<file path="src/common/mem_bus_pkg.sv">
`default_nettype none

package mem_bus_pkg;

    // ------------------------------------------------------------------
    // Bus widths
    // ------------------------------------------------------------------
    localparam int ADDR_W = 32;
    localparam int DATA_W = 32;
    localparam int STRB_W = 4;

    // Top address byte selects the region
    localparam int REGION_W = 8;

    // ------------------------------------------------------------------
    // Opcodes and sequencer states
    // ------------------------------------------------------------------
    typedef enum logic {
        MEM_READ  = 1'b0,
        MEM_WRITE = 1'b1
    } mem_op_e;

    typedef enum logic [1:0] {
        SEQ_IDLE  = 2'd0,
        SEQ_ISSUE = 2'd1,
        SEQ_WAIT  = 2'd2
    } seq_state_e;

    // Stored request is {op, addr, wdata, wstrb}
    localparam int REQ_W = 1 + ADDR_W + DATA_W + STRB_W;

endpackage

`default_nettype wire

</file>
<file path="src/hw/bus_sequencer.sv">
`default_nettype none
`timescale 1ns/100ps

module bus_sequencer #(
    parameter int TIMEOUT_CYCLES = 8
) (
    input  wire logic                                clk,
    input  wire logic                                rst_n,
    input  wire logic                                fifo_empty,
    input  mem_bus_pkg::mem_op_e                     head_op,
    input  wire logic [mem_bus_pkg::ADDR_W-1:0]      head_addr,
    input  wire logic [mem_bus_pkg::DATA_W-1:0]      head_wdata,
    input  wire logic [mem_bus_pkg::STRB_W-1:0]      head_wstrb,
    input  wire logic                                ret_ready,
    input  wire logic [mem_bus_pkg::DATA_W-1:0]      ret_rdata,
    output logic                                     fifo_pop,
    output logic                                     bus_valid,
    output logic                                     bus_write,
    output logic [mem_bus_pkg::ADDR_W-1:0]           bus_addr,
    output logic [mem_bus_pkg::DATA_W-1:0]           bus_wdata,
    output logic [mem_bus_pkg::STRB_W-1:0]           bus_wstrb,
    output logic                                     rsp_valid,
    output logic [mem_bus_pkg::DATA_W-1:0]           rsp_rdata,
    output logic                                     rsp_err
);
    import mem_bus_pkg::*;

    localparam int WAIT_W = $clog2(TIMEOUT_CYCLES + 1);

    seq_state_e        state;
    logic [WAIT_W-1:0] wait_cnt;
    mem_op_e           req_op;
    logic [ADDR_W-1:0] req_addr;
    logic [DATA_W-1:0] req_wdata;
    logic [STRB_W-1:0] req_wstrb;

    assign fifo_pop = (state == SEQ_IDLE) && !fifo_empty;

    // Forward bus straight from the held request
    assign bus_valid = (state == SEQ_ISSUE) || (state == SEQ_WAIT);
    assign bus_write = (req_op == MEM_WRITE);
    assign bus_addr  = req_addr;
    assign bus_wdata = req_wdata;
    assign bus_wstrb = req_wstrb;

    always_ff @(posedge clk) begin
        if (fifo_pop) begin
            req_op    <= head_op;
            req_addr  <= head_addr;
            req_wdata <= head_wdata;
            req_wstrb <= head_wstrb;
        end
        // Writes and timeouts return zero data
        if (state == SEQ_WAIT) begin
            rsp_rdata <= (ret_ready && !bus_write) ? ret_rdata : '0;
        end
    end

    // ------------------------------------------------------------------
    // Request FSM
    // ------------------------------------------------------------------
    always_ff @(posedge clk) begin
        if (!rst_n) begin
            state     <= SEQ_IDLE;
            wait_cnt  <= '0;
            rsp_valid <= 1'b0;
            rsp_err   <= 1'b0;
        end else begin
            rsp_valid <= 1'b0;
            rsp_err   <= 1'b0;
            case (state)
                SEQ_IDLE: begin
                    if (!fifo_empty) begin
                        state <= SEQ_ISSUE;
                    end
                end
                SEQ_ISSUE: begin
                    state    <= SEQ_WAIT;
                    wait_cnt <= '0;
                end
                SEQ_WAIT: begin
                    if (ret_ready) begin
                        state     <= SEQ_IDLE;
                        rsp_valid <= 1'b1;
                    end else if (wait_cnt == WAIT_W'(TIMEOUT_CYCLES - 1)) begin
                        // Nobody decoded this address
                        state     <= SEQ_IDLE;
                        rsp_valid <= 1'b1;
                        rsp_err   <= 1'b1;
                    end else begin
                        wait_cnt <= wait_cnt + 1'b1;
                    end
                end
                default: state <= SEQ_IDLE;
            endcase
        end
    end

    // Slaves answer only to a request held on the bus
    assert property (@(posedge clk) disable iff (!rst_n)
        ret_ready |-> (bus_valid && state == SEQ_WAIT));

endmodule

`default_nettype wire

</file>
<file path="config.mk">
export PLATFORM = sky130hd
export DESIGN_NAME = bus_sequencer
export DESIGN_NICKNAME = d
export VERILOG_FILES = /design/src/common/mem_bus_pkg.sv /design/src/hw/bus_sequencer.sv
export SDC_FILE = /design/constraint.sdc
export NUM_CORES = 1
export LEC_CHECK = 0
export BUFFER_PORTS_ARGS = -buffer_cell sky130_fd_sc_hd__buf_2
export CAP_MARGIN = 15
export CORE_MARGIN = 4
export CORE_UTILIZATION = 44
export CTS_CLUSTER_SIZE = 8
export DETAILED_ROUTE_END_ITERATION = 8
export PLACE_DENSITY = 0.85
export REMOVE_ABC_BUFFERS = 1
export SLEW_MARGIN = 20
export SYNTH_ARGS = -nofsm -noshare
export SYNTH_HDL_FRONTEND = slang
export SYNTH_SLANG_ARGS = --single-unit
export TNS_END_PERCENT = 50
</file>
<file path="constraint.sdc">
create_clock -name clk -period 5.4 [get_ports clk]
set_clock_uncertainty 0.15 [all_clocks]
set_input_delay 0.27 -clock clk [delete_from_list [all_inputs] [get_ports clk]]
set_output_delay 0.27 -clock clk [all_outputs]
set_load 0.005 [all_outputs]
</file>
Yosys cells after proc, flatten, opt, wreduce, memory -nomap -nowiden
Cells that the tools add are included.
W data, S select, Z words.
{"block": "totals", "wordCells": 39, "register_bits": 109}
{"block": "op_classes", "eq_ne": 7, "n_mux": 9, "n_reduce_logical": 11, "bitwise_logic": 2, "addsub": 1}
{"operator": "$mux W4", "n": 2}
{"operator": "$pmux W4 S2", "n": 1}
{"operator": "$mux W2", "n": 3}
{"operator": "$ne A2 B2 Y1 const B", "n": 3}
{"operator": "$pmux W2 S3", "n": 1}
{"operator": "$add A4 B1 Y4 const B", "n": 1}
{"operator": "$eq A4 B3 Y1 const B", "n": 1}
{"operator": "$reduce_and A2 Y1", "n": 2}
{"operator": "$ne A3 B2 Y1 const B", "n": 1}
{"operator": "$reduce_and A3 Y1", "n": 1}
{"operator": "$reduce_or A3 Y1", "n": 1}
{"operator": "$eq A2 B1 Y1 const B", "n": 1}
{"operator": "$eq A2 B2 Y1 const B", "n": 1}
{"operator": "$logic_and A1 B1 Y1", "n": 2}
{"operator": "$logic_not A1 Y1", "n": 2}
{"operator": "$logic_not A2 Y1", "n": 1}
{"operator": "$mux W1", "n": 2}
{"operator": "$not A1 Y1", "n": 2}
{"operator": "$reduce_bool A2 Y1", "n": 1}
{"operator": "$logic_or A1 B1 Y1", "n": 1}

Logic depth before layout (Yosys ltp)
{"block": "logic_depth", "depth_word": 4, "depth_mapped": 5, "mapped_depth_nobuf": 5}

Worst setup path before layout
No wires, ideal clock.
{"block": "synth_path", "kind": "reg-to-reg", "start": "register state[0]", "end": "register req_addr[0] (netlist: bus_addr[0]), enable pin", "stages_incl_launch_ff": 4, "t_arrival_ps": 3744, "period_less_slack_ps": 4403, "path_buffers": 0, "setup_time_ps": 509, "setup_slack_ps": 997, "path_cell_list": "dfxtp_1 inv_1 ha_1 nor2b_1"}
{"block": "synth_between", "elab_chain_len": 2}
{"element": "start, declared", "line_no": "bus_sequencer.sv:30", "rtl": "seq_state_e state;"}
{"element": "start signal, assigned", "line_no": "bus_sequencer.sv:64", "rtl": "state <= SEQ_IDLE;"}
{"element": "start signal, assigned", "line_no": "bus_sequencer.sv:74", "rtl": "state <= SEQ_ISSUE;"}
{"element": "start signal, assigned", "line_no": "bus_sequencer.sv:78", "rtl": "state <= SEQ_WAIT;"}
{"element": "$logic_not A2 Y1", "line_no": "bus_sequencer.sv:37", "rtl": "assign fifo_pop = (state == SEQ_IDLE) && !fifo_empty;"}
{"element": "$logic_and A1 B1 Y1", "line_no": "bus_sequencer.sv:37"}
{"element": "net fifo_pop", "line_no": "bus_sequencer.sv:16", "rtl": "output logic fifo_pop,"}
{"element": "end signal, assigned", "line_no": "bus_sequencer.sv:49", "rtl": "req_addr <= head_addr;"}
{"element": "end, declared", "line_no": "bus_sequencer.sv:33", "rtl": "logic [ADDR_W-1:0] req_addr;"}
The timed path passes the listed nets, and every way through them passes these cells.
A chain may end at the register's enable or synchronous reset.

Final worst setup path
{"block": "layout_path", "start": "register state[0]", "end": "output fifo_pop"}
{"block": "layout_between", "elab_chain_len": 2}
{"element": "$logic_not A2 Y1", "line_no": "bus_sequencer.sv:37"}
{"element": "$logic_and A1 B1 Y1", "line_no": "bus_sequencer.sv:37"}
{"element": "end, declared", "line_no": "bus_sequencer.sv:16"}
No other way between the ends.

==> flow_metrics.py <==
metrics = {
    "layout": {
        "post-route-util_pct": 70.5,
        "nets": 585,
        "drive_gt1_share_pct": 48.6,
        "syn_to_final_growth_pct": 55.8,
        "n_fill_cell": 552,
        "final_cell_mix": "buf_2 (209), edfxtp_1 (101), dlygate4sd3_1 (70)",
        "final_common_cell": "buf_2",
    },
    "synthesis": {
        "yosysTopAreaCellShare_pct": 81.6,
        "synth_top_area_cell": "edfxtp_1",
        "syn-cell-area_um2": 3720,
        "synth-seq-cells": 109,
        "netlist_top_cells_area": "edfxtp_1 (82%), and2_1 (5.4%), dfxtp_1 (4.3%), ha_1 (2.0%), nand2_1 (0.71%)",
        "ys_seq_area_share_pct": 85.9,
        "syn_area_per_cell_um2": 19.9,
        "ys_warn_count": 0,
        "netlist_instances": 187,
        "synthDistinctLibCells": 26,
    },
    "clocking": {
        "cts_sinks": 109,
        "clk_pin_slew_ns": 0.11,
        "cts_max_level": 3,
        "cts_max_path_buffers": 2,
        "cts_tree": "yes",
        "cts_buffers": 9,
        "cts_root_buf": "clkbuf_8",
        "insertion_delay_ns": 0.35,
    },
    "die": {
        "core_um2": 8220,
        "rows": 33,
        "dieArea_um2": 9980,
        "pin_count": 210,
        "die_h_um": 99.9,
        "start_util_pct": 45.2,
        "die_w_um": 99.9,
    },
    "sta": {
        "worst_slew_pin_slew_ns": 0.938,
        "rsz0062_at_grt": "no",
        "finalHoldViolCount": 0,
        "fmax_mhz": 339,
        "slew_headroom_pct": 37.4,
        "setup_tns_ns": 0,
        "setup_violations": 0,
        "min_period_over_period_pct": 54.6,
        "period_needed_ns": 2.95,
        "report.final.slew_viol_count": 0,
    },
    "outcome": {
        "status": "complete, no violations",
    },
    "global_route": {
        "grt_overflow": 0,
        "grt_pass1_wl_um": 15700,
        "grt_pass1_vias": 2857,
        "grtUsageTotal_pct": 21.3,
        "grt_max_degree": 43,
        "antenna_found_initial": 2,
    },
    "detailed_routing": {
        "drtAntennaViolNets": 0,
        "drt_first_pass_iters": 4,
        "drt_iter0_drc": 186,
        "vias": 2805,
        "via_per_inst": 4.79,
        "drc": 0,
        "routed_wl_um": 10900,
        "routedWlPerCell_um": 18.7,
    },
    "worst_setup_path": {
        "worst-endpoint-arrival_ns": 2.53,
        "crit_required_ns": 4.98,
        "worstSetupEndpointType": "output port",
        "r2r_setup_slack_ns": 2.93,
        "cp_max_fo": 42,
        "crit_type": "reg -> out",
        "critPathLaunchType": "register",
    },
    "power": {
        "p_leak_uw": 0.00249,
        "p_per_area_nw_per_um2": 368,
        "ir_worst_vdd_v": 0.000153,
    },
    "placed_design": {
        "hpwl_um": 6880,
        "io_buffers": 209,
        "gp_congestion": 0.790,
    },
    "hold_path": {
        "hold_class": "in -> reg",
    },
    "run": {
        "drv_cap": 0,
    },
}
flip-flops by register name (all words and copies together) (netlist names):
name       cells
bus_addr      32
bus_wdata     32
bus_write      1
bus_wstrb      4
rsp_err        1
rsp_rdata     32
rsp_valid      1
state          2
wait_cnt       4
cells by family (layout without fill, tap and decap cells):
kind of cell,Yosys count,after routing,synth area share (%)
flip-flops,109,109,85.9
AND/OR/NAND/NOR,49,49,8.04
other,0,2,0
adder cells (fa/ha/maj),6,6,2.02
AO/OA/AOI/OAI,12,12,2.49
buffers and inverters,9,301,1.01
multiplexers,2,2,0.539
layout make-up:
type / count / area, µm² / area share (%)
Timing Repair Buffer: 280 / 1750 / 30.3
Multi-Input combinational cell: 69 / 497 / 8.58
Sequential cell: 109 / 3190 / 55.1
Clock buffer: 10 / 138 / 2.38
Inverter: 5 / 18.8 / 0.324
Clock inverter: 6 / 53.8 / 0.929
Antenna cell: 2 / 5.00 / 0.0864
Tap cell: 105 / 131 / 2.27
through the flow:
step | total power, µW | cell area [µm²] | setup slack [ns] | std cells | hold WS [ns]
after floorplan | 1390 | 3700 | 0.997 | 183 | 0.199
after global placement | 1600 | 4890 | 2.94 | 498 | 0.298
after detailed placement | 1620 | 4890 | 2.85 | 498 | 0.298
after CTS | 2120 | 5790 | 2.42 | 584 | 0.00888
after global routing | 2230 | 5790 | 2.28 | 586 | 0.0245
final | 2130 | 5790 | 2.45 | 586 | 0.0296
synth_stat cells:
cell type    n
a211oi_1     1
a21boi_2     1
a21oi_1      4
a2bb2oi_1    1
a31oi_1      1
a32oi_2      1
a41oi_1      1
and2_1      32
buf_2        3
clkbuf_1     1
dfxtp_1      8
edfxtp_1   101
ha_1         6
inv_1        4
inv_2        1
mux2i_1      2
nand2_1      7
nand3_1      3
nand3b_4     1
nand4_1      1
nand4b_1     1
nor2_2       1
nor2b_1      1
nor3_1       2
o21ai_0      1
o2bb2ai_1    1
worst max-delay path, stage by stage (launching register included):
cell	delay, ns
dfxtp_1	0.34
inv_1	0.13
ha_1	0.20
nor2b_4	0.68
buf_4	0.58
buf_2	0.21
final timing paths:
kind	cells past startpoint	start	to
min	2	ret_rdata[1]	rsp_rdata[1]
min reg2reg	2	state[0]	state[0]
max reg2reg	4	state[0]	bus_addr[31]
max	5	state[0]	fifo_pop
routing by layer:
metal	wire length (µm)	vias to the layer above	track usage [%]	share of wire, %
met5	0	-	0	0
met4	330	0	9.98	3.0
met3	1230	28	6.05	11
met2	5530	196	37.2	51
met1	3850	1306	24.0	35
li1	-	1275	-	-
timing repair:
action                    in CTS  in global routing
gates resized for setup        0                  0
hold endpoints to repair      70                  0
hold buffers                  70                  0
setup buffers                  0                  0
report_power, final:
| group | switching (µW) | internal, µW |
|---|---|---|
| registers | 54.2 | 1140 |
| logic | 256 | 205 |
| clock network | 290 | 189 |
No activity file was read; power rests on OpenSTA's default activity.
