<file path="config.mk">
export PLATFORM = sky130hd
export DESIGN_NAME = gpio_pack
export DESIGN_NICKNAME = d
export VERILOG_FILES = /design/src/common/mem_bus_pkg.sv /design/src/common/mem_map_pkg.sv /design/src/hw/gpio_pack.sv
export SDC_FILE = /design/constraint.sdc
export NUM_CORES = 1
export LEC_CHECK = 0
export BUFFER_PORTS_ARGS = -buffer_cell sky130_fd_sc_hd__buf_4
export CAP_MARGIN = 10
export CORE_MARGIN = 3
export CORE_UTILIZATION = 50
export DETAILED_ROUTE_END_ITERATION = 12
export PLACE_DENSITY = 0.91
export SYNTH_ARGS = -nofsm -noshare
export SYNTH_HDL_FRONTEND = slang
export SYNTH_SLANG_ARGS = --single-unit
</file>
<file path="constraint.sdc">
create_clock -name clk -period 5.71 [get_ports clk]
set_input_delay 0.8565 -clock clk [delete_from_list [all_inputs] [get_ports clk]]
set_output_delay 0.8565 -clock clk [all_outputs]
set_load 0.1 [all_outputs]
</file>
<file path="src/common/mem_bus_pkg.sv">
`default_nettype none

package mem_bus_pkg;

    // ------------------------------------------------------------------
    // Bus widths
    // ------------------------------------------------------------------
    localparam int ADDR_W = 32;
    localparam int DATA_W = 32;
    localparam int STRB_W = 4;

    // Top address byte selects the region
    localparam int REGION_W = 8;

    // ------------------------------------------------------------------
    // Opcodes and sequencer states
    // ------------------------------------------------------------------
    typedef enum logic {
        MEM_READ  = 1'b0,
        MEM_WRITE = 1'b1
    } mem_op_e;

    typedef enum logic [1:0] {
        SEQ_IDLE  = 2'd0,
        SEQ_ISSUE = 2'd1,
        SEQ_WAIT  = 2'd2
    } seq_state_e;

    // Stored request is {op, addr, wdata, wstrb}
    localparam int REQ_W = 1 + ADDR_W + DATA_W + STRB_W;

endpackage

`default_nettype wire

</file>
<file path="src/common/mem_map_pkg.sv">
`default_nettype none

package mem_map_pkg;

    // ------------------------------------------------------------------
    // Region bases, compared with the top address byte
    // ------------------------------------------------------------------
    localparam logic [7:0] BASE_BRAM = 8'h00;
    localparam logic [7:0] BASE_GPIO = 8'h01;

    // ------------------------------------------------------------------
    // GPIO register map, word offsets inside the region
    // ------------------------------------------------------------------
    // Output register, read/write
    localparam int unsigned GPIO_OUT_OFS = 0;
    // Sampled input, read only
    localparam int unsigned GPIO_IN_OFS = 1;

endpackage

`default_nettype wire

</file>
<file path="src/hw/gpio_pack.sv">
`default_nettype none
`timescale 1ns/100ps

module gpio_pack #(
    parameter logic [mem_bus_pkg::REGION_W-1:0] BASE_ADDR = mem_map_pkg::BASE_GPIO
) (
    input  wire logic                                clk,
    input  wire logic                                rst_n,
    input  wire logic                                bus_valid,
    input  wire logic                                bus_write,
    input  wire logic [mem_bus_pkg::ADDR_W-1:0]      bus_addr,
    input  wire logic [mem_bus_pkg::DATA_W-1:0]      bus_wdata,
    input  wire logic [mem_bus_pkg::STRB_W-1:0]      bus_wstrb,
    input  wire logic [mem_bus_pkg::DATA_W-1:0]      gpio_in,
    output logic                                     ready,
    output logic [mem_bus_pkg::DATA_W-1:0]           rdata,
    output logic [mem_bus_pkg::DATA_W-1:0]           gpio_out
);
    import mem_bus_pkg::*;
    import mem_map_pkg::*;

    // Word offset bits between the byte lane and the region byte
    localparam int OFS_W = ADDR_W - REGION_W - 2;

    logic              sel;
    logic              accept;
    logic [OFS_W-1:0]  word_ofs;
    logic              ready_q;
    logic [DATA_W-1:0] rdata_q;
    logic [DATA_W-1:0] gpio_in_q;

    assign sel      = bus_valid && (bus_addr[ADDR_W-1 -: REGION_W] == BASE_ADDR);
    assign accept   = sel && !ready_q;
    assign word_ofs = bus_addr[ADDR_W-REGION_W-1:2];

    // Input sampled every cycle
    always_ff @(posedge clk) begin
        gpio_in_q <= gpio_in;
        if (accept) begin
            if (word_ofs == OFS_W'(GPIO_OUT_OFS)) begin
                rdata_q <= gpio_out;
            end else if (word_ofs == OFS_W'(GPIO_IN_OFS)) begin
                rdata_q <= gpio_in_q;
            end else begin
                rdata_q <= '0;
            end
        end
    end

    // Output register takes strobed bytes, other offsets ignore writes
    always_ff @(posedge clk) begin
        if (!rst_n) begin
            ready_q  <= 1'b0;
            gpio_out <= '0;
        end else begin
            ready_q <= accept;
            if (accept && bus_write && word_ofs == OFS_W'(GPIO_OUT_OFS)) begin
                for (int b = 0; b < STRB_W; b++) begin
                    if (bus_wstrb[b]) begin
                        gpio_out[8*b +: 8] <= bus_wdata[8*b +: 8];
                    end
                end
            end
        end
    end

    assign ready = ready_q;
    assign rdata = ready_q ? rdata_q : '0;

endmodule

`default_nettype wire

</file>
# --- Yosys cells after proc, flatten, opt, wreduce, memory -nomap -nowiden ---
# Cells that the tools add are included.
totals:
  register_bits: 97
  latchBits: 0
  mem_bits_rw: 0
  rom_bits: 0
  in_bits: 104
  out_inout_bits: 65
  word_cells: 22
  n_memories: 0
classes:
  add_sub_neg: 0
  multipliers: 0
  n_div: 0
  n_lt_le_gt_ge: 0
  n_eq_ne: 2
  shifts: 0
  muxes: 3
  bitwise_logic: 0
  n_reduce_logical: 10
ops:
  columns: ["op", "n"]
  rows:
  - ["$mux W32", 3]
  - ["$eq A22 B1 Y1 const B", 1]
  - ["$logic_not A22 Y1", 1]
  - ["$eq A8 B1 Y1 const B", 1]
  - ["$reduce_and A2 Y1", 4]
  - ["$logic_and A1 B1 Y1", 4]
  - ["$logic_not A1 Y1", 1]

# --- Longest topological paths before layout ---
# Gate-level depths: netlist (run 1).
depth:
  ltp_word: 6
  mapped_depth: 5

# --- Worst setup path before layout (run 1) ---
# OpenSTA, ideal clock, no wires.
synth_path:
  path_kind: "reg-to-output"
  startpoint: "register ready_q, in the netlist ready"
  endpoint: "output rdata[0] (netlist bit)"
  arrival_time_ps: 2047
  required_time_ps: 4853
  slack_ps: 2807
  path_stages_with_launch: 3
  n_path_buf: 1
  path_cell_list: "dfxtp_1 clkbuf_1 and2_1"
synth_between:
  elab_chain_cells: 1
synth_lines:
  columns: ["element", "line_no", "rtl"]
  rows:
  - ["start, declared", "gpio_pack.sv:28", "logic ready_q;"]
  - ["start signal, assigned", "gpio_pack.sv:56", "ready_q <= accept;"]
  - ["$mux W32", "gpio_pack.sv:68", "assign rdata = ready_q ? rdata_q : '0;"]
  - ["end, declared", "gpio_pack.sv:16", "output logic [mem_bus_pkg::DATA_W-1:0] rdata,"]
# Every way passes these cells.

# --- Worst setup path after layout (run 1) ---
layout_path:
  startpoint: "register ready_q, in the netlist ready"
  endpoint: "register rdata_q[29], enable pin"
layout_between:
  elab_chain_cells: 2
layout_lines:
  columns: ["element", "line_no", "rtl"]
  rows:
  - ["$logic_not A1 Y1", "gpio_pack.sv:33", "assign accept = sel && !ready_q;"]
  - ["$logic_and A1 B1 Y1", "gpio_pack.sv:33", null]
  - ["via accept", "gpio_pack.sv:26", "logic accept;"]
  - ["end signal, assigned", "gpio_pack.sv:41", "rdata_q <= gpio_out;"]
  - ["end signal, assigned", "gpio_pack.sv:43", "rdata_q <= gpio_in_q;"]
  - ["end, declared", "gpio_pack.sv:29", "logic [DATA_W-1:0] rdata_q;"]
# The timed path passes the listed nets, and every way through them passes these cells.
# A chain may end at the register's enable or synchronous reset.

==> impl_metrics.env, run 1 <==
export IMPL_status="finished, final reports clean"
export IMPL_route_detailed_drc=0
export IMPL_worstPathMaxFanout=19
export IMPL_clock_sinks=97
export IMPL_synth_edff_count=32
export IMPL_min_to="gpio_out[1]"
export IMPL_min_period_over_period_pct=46.6
export IMPL_grt_pass1_wl_mm=14.8
export IMPL_cts_path_max_buffers=2
export IMPL_syn_num_nets=403
export IMPL_synth_xor_area_share_pct=0
export IMPL_area_growth_pct=41.8
export IMPL_synth_top_area_share_pct=35.1
export IMPL_cp_arrival_ns=2.69
export IMPL_core_area_sq_um=6980
export IMPL_dp_hpwl_mm=6.98
export IMPL_critical_path_required_ns=5.74
export IMPL_cts_htree_levels=3
export IMPL_placed_area_sq_um=5040
export IMPL_cts_inserted_buffers=9
export IMPL_grt_pass1_vias=3009
export IMPL_syn_avg_cell_area_sq_um=12.4
export IMPL_crit_path_start_kind="register"
export IMPL_postRouteAntennaNets=0
export IMPL_layout_min_cycle_time_ns=2.66
export IMPL_reg2reg_from="ready"
export IMPL_setup_viol=0
export IMPL_first_pass_iters=5
export IMPL_synthTopCellsByArea="dfxtp_1, edfxtp_1, mux2i_1"
export IMPL_slew_violations=0
export IMPL_power_density_nw_per_um2=241
export IMPL_ctsHoldBuffers=0
export IMPL_hold_class="reg2reg"
export IMPL_hold_viol=0
export IMPL_vias_per_cell=5.05
export IMPL_peakVddDrop_mv=0.203
export IMPL_finalWorstSetupSlack_ns=3.05
export IMPL_slew_limit_headroom_pct=42.8
export IMPL_synth_flop_cell="dfxtp_1"
export IMPL_drive_gt1_share_pct=43.3
export IMPL_ctsRootBufferMaster="clkbuf_8"
export IMPL_clk_insertion_delay_late_ns=0.35
export IMPL_synth_cell_types=17
export IMPL_clk_pin_slew_ns=0.09
export IMPL_tightest_slew_ns=0.852
export IMPL_nFillCells=498
export IMPL_worstSetupPathType="reg2reg"
export IMPL_maxCapViolCount=0
export IMPL_cts_tree="built"
export IMPL_dieHeight_microns=92.1
export IMPL_place_congestion=0.753
export IMPL_yosysSeqAreaShare_pct=61.1
export IMPL_ff2ff_setup_slack_ns=3.05
export IMPL_grt_start_max_net_pins=66
export IMPL_synth_top_family_by_area="simple AND/OR/NAND/NOR gates"
export IMPL_min_from="gpio_out[1]"
export IMPL_fin_skew_ns=0.00905
export IMPL_tns_ns=0
export IMPL_syn_cell_area_sq_um=3700
export IMPL_routed_wl_mm=9.34
export IMPL_diodes=0
export IMPL_synth_top_cells_by_count="nand2_1, dfxtp_1, a22o_1, edfxtp_1, mux2i_1"
export IMPL_synthMuxAreaShare_pct=8.65
export IMPL_r2r_end="rdata_q[29]"
export IMPL_die_w_microns=92.1
export IMPL_synth_compound_area_share_pct=7.57
export IMPL_synth_top_area_cell="dfxtp_1"
export IMPL_cts_repair_resized=0
export IMPL_ios=169
export IMPL_fin_area_sq_um=5250
export IMPL_power_leakage_uw=0.00232
export IMPL_postSynthCellCount=299
export IMPL_drt_iter0_drc=105
export IMPL_vias=2842
export IMPL_synth_fa_ha_area_share_pct=0
export IMPL_max_freq_mhz=376
export IMPL_ys_ff_latch=97
export IMPL_port_buffers=166
export IMPL_grt_ovfl_total=0
export IMPL_fin_nets=568
export IMPL_start_util_pct=53.0
export IMPL_synthSimpleGateAreaFrac_pct=21.0
export IMPL_rows=30
export IMPL_fin_util_pct=75.2
export IMPL_holdPathStages=2
export IMPL_die_area_sq_um=8470
export IMPL_yosysWarnings=0
export IMPL_track_usage_pct=22.3
export IMPL_synth_async_reset_ratio_pct=0
export IMPL_post_drt_wl_per_cell_microns=16.6
export IMPL_dp_slack_ns=2.86
export IMPL_post_cts_setup_buffers=0
export IMPL_yosysMostFrequentCell="nand2_1"
export IMPL_antenna_found_initial=0
export IMPL_worstSetupEndpointType="register"
export IMPL_rr_worst_depth=5
export IMPL_rsz0062_at_grt="no"
-- metrics by stage --
step	std cells	power [uW]	hold WS, ns
final	563	1270	0.481
after CTS	563	1270	0.479
after global placement	549	814	0.459
after floorplan	299	755	0.496
after detailed placement	549	817	0.467
after global routing	563	1320	0.509
-- metal layers --
metal  part of all wire [%]  vias up  track usage, %
met5                      0        -               0
met4                    1.1        0            6.31
met3                    6.7        9            6.97
met2                     55      106            40.9
met1                     37     1349            24.6
li1                       -     1378               -
-- registers in the layout, indices dropped and copies added, names as in the netlist --
| name | count |
|---|---|
| gpio_in_q | 32 |
| gpio_out | 32 |
| rdata_q | 32 |
| ready | 1 |
-- logic make-up after synthesis --
group / after synthesis
flops: 97
mux: 32
simple gates: 121
compound gates: 32
buf+inv: 17
-- how the worst max path moves through the flow --
stage / start / slack, ns / cells past startpoint / to
final: ready / 3.05 / 5 / rdata_q[29]
after floorplan: ready / 2.81 / 2 / rdata[0]
after global routing: ready / 2.91 / 5 / rdata_q[16]
after detailed placement: bus_addr[23] / 2.86 / 6 / rdata_q[27]
after CTS: ready / 3.02 / 3 / rdata[23]
after global placement: bus_addr[23] / 2.91 / 6 / rdata_q[20]
-- final cells by class --
type	count	area (sq um)	area share [%]
tap	96	120	2.29
inverter	1	3.75	0.0715
multi-input combinational	185	1380	26.3
timing repair buffer	170	1280	24.3
clock inverter	5	81.3	1.55
clock buffer	9	124	2.36
sequential	97	2260	43.1
-- worst max-delay path, stage by stage (launching register included) --
cell and delay, ns:
dfxtp_1 0.51, buf_4 0.29, nor4b_2 0.37, nand3_4 0.20, inv_1 0.55, buf_4 0.40
-- power breakdown --
group          switching (uW)  internal (uW)  leakage [uW]  total, uW
Combinational            28.3           49.5       0.00131       77.8
Clock                     223            243      0.000102        466
Sequential               3.33            719      0.000908        722
Total                     254           1010       0.00232       1270
-- layout by cell type, fill, tap and decap left out --
cell and instances:
nor2_2 2, nor4b_4 1, nand3_1 1, and2_2 2, edfxtp_1 32, clkinvlp_4 1, nand3_4 3, bufinv_16 2
clkinv_2 1, and2_1 31, nor4b_2 1, nor2_1 2, mux2i_1 32, inv_1 1, dfxtp_1 65, nor4b_1 1
buf_4 170, inv_6 1, clkbuf_8 9, a22o_1 32, nand2_1 68, nor4_4 9
Note: power is estimated with default switching activity, not from simulation.
==> inputs of run 2 (changes only) <==
- CORE_UTILIZATION: 50 -> 46
- PLACE_DENSITY: 0.91 -> 0.85
- clock period: 5.71 -> 2.7 ns (I/O delays scaled with it)
==> run 2 against run 1 <==
  * Cell count increased by 2.3%
  * Sequential share of layout area shrank 0.24 points
  * Critical endpoint is now rdata[31]
  * Critical path type is now reg2out
  * Largest cell class unchanged
  * Die area rose by 8.1%
==> impl_metrics.env, run 2 (synthesis results as in run 1) <==
export IMPL_status="finished, final reports clean"
export IMPL_drive_gt1_share_pct=44.1
export IMPL_layout_commonest_cell="buf_4"
export IMPL_post_drt_wl_per_cell_microns=15.8
export IMPL_crit_top_cell="buf_4"
export IMPL_seq_power_share_pct=59.5
export IMPL_cts_tree="built"
export IMPL_power_switching_uw=552
export IMPL_whs_ns=0.154
export IMPL_grt_pass1_wl_mm=13.6
export IMPL_slew_violations=0
export IMPL_setup_viol=0
export IMPL_critical_path_required_ns=2.30
export IMPL_swShare_pct=21.5
export IMPL_post_cts_setup_buffers=0
export IMPL_crit_chain="buf_4 > and2_1 > buf_4"
export IMPL_cts_repair_resized=0
export IMPL_totalPowerFinal_uw=2570
export IMPL_slowest_stage="dfxtp_1"
export IMPL_final_cell_mix="buf_4, nand2_1, dfxtp_1"
export IMPL_crit_path_max_incr_delay_ns=0.35
export IMPL_grt_pass1_vias=2872
export IMPL_multiInputGateArea_sq_um=1380
export IMPL_first_pass_iters=4
export IMPL_cp_top_family="buffers and inverters"
export IMPL_rows=32
export IMPL_p_int_uw=2010
export IMPL_dp_hpwl_mm=6.65
export IMPL_vias=2816
export IMPL_power_leakage_uw=0.00234
export IMPL_max_freq_mhz=532
export IMPL_reg_largest_list="gpio_in_q x32, gpio_out x32, rdata_q x32"
export IMPL_drt_iter0_drc=72
export IMPL_maxCapViolCount=0
export IMPL_worstPathMaxFanout=33
export IMPL_clk_pin_slew_ns=0.10
export IMPL_hold_class="in2reg"
export IMPL_ff_latch_area_sq_um=2260
export IMPL_port_buffers=166
export IMPL_clk_insertion_delay_late_ns=0.34
export IMPL_peakVddDrop_mv=0.385
export IMPL_route_detailed_drc=0
export IMPL_slew_limit_headroom_pct=56.3
export IMPL_cts_htree_levels=3
export IMPL_ctsRootBufferMaster="clkbuf_8"
export IMPL_die_w_microns=95.7
export IMPL_comb_power_share_pct=6.4
export IMPL_die_area_sq_um=9160
export IMPL_vias_per_cell=4.89
export IMPL_worstSetupEndpointType="primary output"
export IMPL_clock_sinks=97
export IMPL_tns_ns=0
export IMPL_area_growth_pct=42.5
export IMPL_start_util_pct=47.7
export IMPL_worstSetupPathType="reg2out"
export IMPL_diodes=0
export IMPL_antenna_found_initial=0
export IMPL_fin_nets=573
export IMPL_ios=169
export IMPL_routed_wl_mm=9.07
export IMPL_cp_arrival_ns=1.47
export IMPL_fin_skew_ns=0.0130
export IMPL_postRouteAntennaNets=0
export IMPL_grt_start_max_net_pins=66
export IMPL_crit_path_start_kind="register"
export IMPL_power_density_nw_per_um2=486
export IMPL_clockPowerShare_pct=34.1
export IMPL_place_congestion=0.690
export IMPL_cts_path_max_buffers=2
export IMPL_critPathBufInv=2
export IMPL_rsz0062_at_grt="no"
export IMPL_tightest_slew_ns=0.655
export IMPL_ctsHoldBuffers=0
export IMPL_grt_ovfl_total=0
export IMPL_layout_min_cycle_time_ns=1.88
export IMPL_dieHeight_microns=95.7
export IMPL_nFillCells=621
export IMPL_cts_inserted_buffers=9
export IMPL_core_area_sq_um=7770
export IMPL_hold_viol=0
export IMPL_track_usage_pct=19.6
export IMPL_min_period_over_period_pct=69.6
-- run 2: changes by cell type in the layout (fill, tap and decap cells not counted) --
cell	previous run	this run
clkinvlp_4	1	2
buf_4	170	175
clkinv_4	0	1
clkbuf_8	9	11
bufinv_16	2	0
-- run 2: metrics by stage --
step / util (%) / cell area, sq um / worst slack, ns / std cells
6_report: 67.9 / 5280 / 0.821 / 576
5_1_grt: 67.9 / 5280 / 0.707 / 576
4_1_cts: 67.9 / 5280 / 0.789 / 576
3_5_place_dp: 65.5 / 5090 / 0.741 / 560
3_3_place_gp: 65.5 / 5090 / 0.828 / 560
2_1_floorplan: - / 3700 / 0.248 / 299
-- run 2: final timing paths --
| kind | start | to | slack [ns] | cells past startpoint |
|---|---|---|---|---|
| max | ready | rdata[31] | 0.82 | 3 |
| min | gpio_in[4] | gpio_in_q[4] | 0.15 | 1 |
| max reg2reg | ready | gpio_out[24] | 1.01 | 5 |
| min reg2reg | gpio_out[1] | gpio_out[1] | 0.48 | 2 |
-- run 2: area by class of cell --
type | count | area share (%)
multi-input combinational | 185 | 26.2
sequential | 97 | 42.9
clock inverter | 5 | 0.711
tap | 102 | 2.42
clock buffer | 11 | 2.87
timing repair buffer | 175 | 24.9
inverter | 1 | 0.0711
-- run 2: power groups by stage --
stage | clock, uW | sequential (uW) | combinational [uW]
after global placement | 0 | 1560 | 161
final | 875 | 1530 | 165
after CTS | 895 | 1530 | 167
after detailed placement | 0 | 1560 | 166
after floorplan | 0 | 1560 | 36.5
after global routing | 966 | 1530 | 178
-- run 2: per-layer routing --
metal / vias to the layer above / GRT usage, % / wire length, microns
li1: 1390 / - / -
met5: - / 0 / 0
met4: 0 / 6.40 / 127
met3: 10 / 3.83 / 560
met2: 99 / 35.7 / 4890
met1: 1317 / 22.9 / 3500
==> inputs of run 3 (changes only) <==
- clock period: 2.7 -> 1.8 ns (I/O delays scaled with it)
==> run 3 against run 2 <==
  * Sequential power up 50%
  * Clock-buffer cell count is 1 lower
  * Register-to-register slack worse by 0.85 ns
  * Cell area is 8.1% higher
  * Sequential cell count unchanged
  * Global-route usage is 1.5 points higher
  * Critical path depth did not move
  * Core utilization grew 5.5 points
  * Via count grew 6.1%
  * Sequential share of layout area down 3.1 points
  * Clock power up 76%
  * Cell count up 4.7%
==> impl_metrics.env, run 3 (synthesis results as in run 1) <==
export IMPL_hold_class="in2reg"
export IMPL_crit_chain="buf_6 > and2_2 > buf_4"
export IMPL_nFillCells=554
export IMPL_dp_hpwl_mm=7.03
export IMPL_vias=2987
export IMPL_min_to="gpio_in_q[9]"
export IMPL_totalPowerFinal_uw=4130
export IMPL_vias_per_cell=4.95
export IMPL_drt_iter0_drc=98
export IMPL_min_period_over_period_pct=94.6
export IMPL_grt_ovfl_total=0
export IMPL_track_usage_pct=21.0
export IMPL_status="finished, final reports clean"
export IMPL_post_cts_setup_buffers=0
export IMPL_holdPathStages=1
export IMPL_clock_sinks=97
export IMPL_postRouteAntennaNets=0
export IMPL_peakVddDrop_mv=0.407
export IMPL_cts_tree="built"
export IMPL_clk_pin_slew_ns=0.08
export IMPL_reg_largest_list="gpio_in_q x32, gpio_out x32, rdata_q x32"
export IMPL_fin_skew_ns=0.0153
export IMPL_grt_start_max_net_pins=66
export IMPL_crit_path_start_kind="register"
export IMPL_finalWorstSetupSlack_ns=0.0969
export IMPL_cts_path_max_buffers=2
export IMPL_rr_worst_depth=5
export IMPL_ff2ff_setup_slack_ns=0.16
export IMPL_layout_commonest_cell="buf_4"
export IMPL_start_util_pct=47.7
export IMPL_cts_inserted_buffers=9
export IMPL_core_area_sq_um=7770
export IMPL_dieHeight_microns=95.7
export IMPL_worstPathMaxFanout=33
export IMPL_ios=169
export IMPL_r2r_end="gpio_out[1]"
export IMPL_hold_viol=0
export IMPL_power_density_nw_per_um2=723
export IMPL_grt_pass1_wl_mm=14.4
export IMPL_grt_pass1_vias=3008
export IMPL_reg2reg_from="ready"
export IMPL_area_growth_pct=54.1
export IMPL_slew_violations=0
export IMPL_routed_wl_mm=10.0
export IMPL_clk_insertion_delay_late_ns=0.36
export IMPL_worstSetupPathType="reg2out"
export IMPL_multiInputGateArea_sq_um=1430
export IMPL_worstSetupEndpointType="primary output"
export IMPL_slowest_stage="dfxtp_4"
export IMPL_min_from="gpio_in[9]"
export IMPL_place_congestion=0.788
export IMPL_maxCapViolCount=0
export IMPL_cp_top_family="buffers and inverters"
export IMPL_power_leakage_uw=0.00250
export IMPL_setup_viol=0
export IMPL_drive_gt1_share_pct=48.3
export IMPL_rsz0062_at_grt="no"
export IMPL_ff_latch_area_sq_um=2270
export IMPL_crit_path_max_incr_delay_ns=0.38
export IMPL_critical_path_required_ns=1.53
export IMPL_die_area_sq_um=9160
export IMPL_route_detailed_drc=0
export IMPL_fin_nets=600
export IMPL_port_buffers=166
export IMPL_dp_slack_ns=0.000585
export IMPL_slew_limit_headroom_pct=56.7
export IMPL_final_cell_mix="buf_4, nand2_1, dfxtp_1"
export IMPL_cts_htree_levels=3
export IMPL_fin_area_sq_um=5700
export IMPL_placed_area_sq_um=5230
export IMPL_tns_ns=0
export IMPL_post_drt_wl_per_cell_microns=16.7
export IMPL_tightest_slew_ns=0.649
export IMPL_rows=32
export IMPL_antenna_found_initial=0
export IMPL_first_pass_iters=4
export IMPL_layout_min_cycle_time_ns=1.70
export IMPL_critPathBufInv=2
export IMPL_max_freq_mhz=587
export IMPL_diodes=0
export IMPL_cp_arrival_ns=1.43
export IMPL_die_w_microns=95.7
export IMPL_whs_ns=0.0202
export IMPL_ctsRootBufferMaster="clkbuf_8"
-- run 3: layout make-up --
cell class              count  share of cell area [%]
multi-input cells         185                    25.0
repair buffers            202                    29.1
clock inverters             6                    1.58
well taps                 102                    2.24
clock buffers              10                    2.24
flip-flops and latches     97                    39.7
inverters                   1                   0.132
-- run 3: per-stage QoR --
stage / util, % / std cells
6_report: 73.4 / 603
2_1_floorplan: - / 299
4_1_cts: 72.4 / 595
3_5_place_dp: 67.4 / 562
3_3_place_gp: 67.4 / 562
5_1_grt: 73.4 / 603
-- run 3: per-layer routing --
metal  up-vias  GRT usage, %  share of wire (%)
met1      1420          23.1                 38
met2       103          38.7                 55
met5         -             0                  0
met3        19          4.22                5.0
li1       1445             -                  -
met4         0          9.48                2.7
-- run 3: power breakdown --
part           internal, uW  switching [uW]
sequential             2280            9.97
clock                   789             749
combinational           194             104
total                  3260             864
-- run 3: worst max-delay path by stage --
stage	from	end	cells past startpoint
after global routing	ready	rdata[20]	3
after floorplan	ready	gpio_out[0]	4
after detailed placement	bus_addr[11]	gpio_out[1]	6
after global placement	bus_addr[12]	gpio_out[0]	6
final	ready	rdata[26]	3
after CTS	ready	rdata[20]	3
-- run 3: repair_timing --
item                                   in CTS  in global routing
endpoints found under the hold margin      17                  8
hold buffers                               17                  8
gates resized for setup                     1                  0
setup endpoints to repair                   7                  0
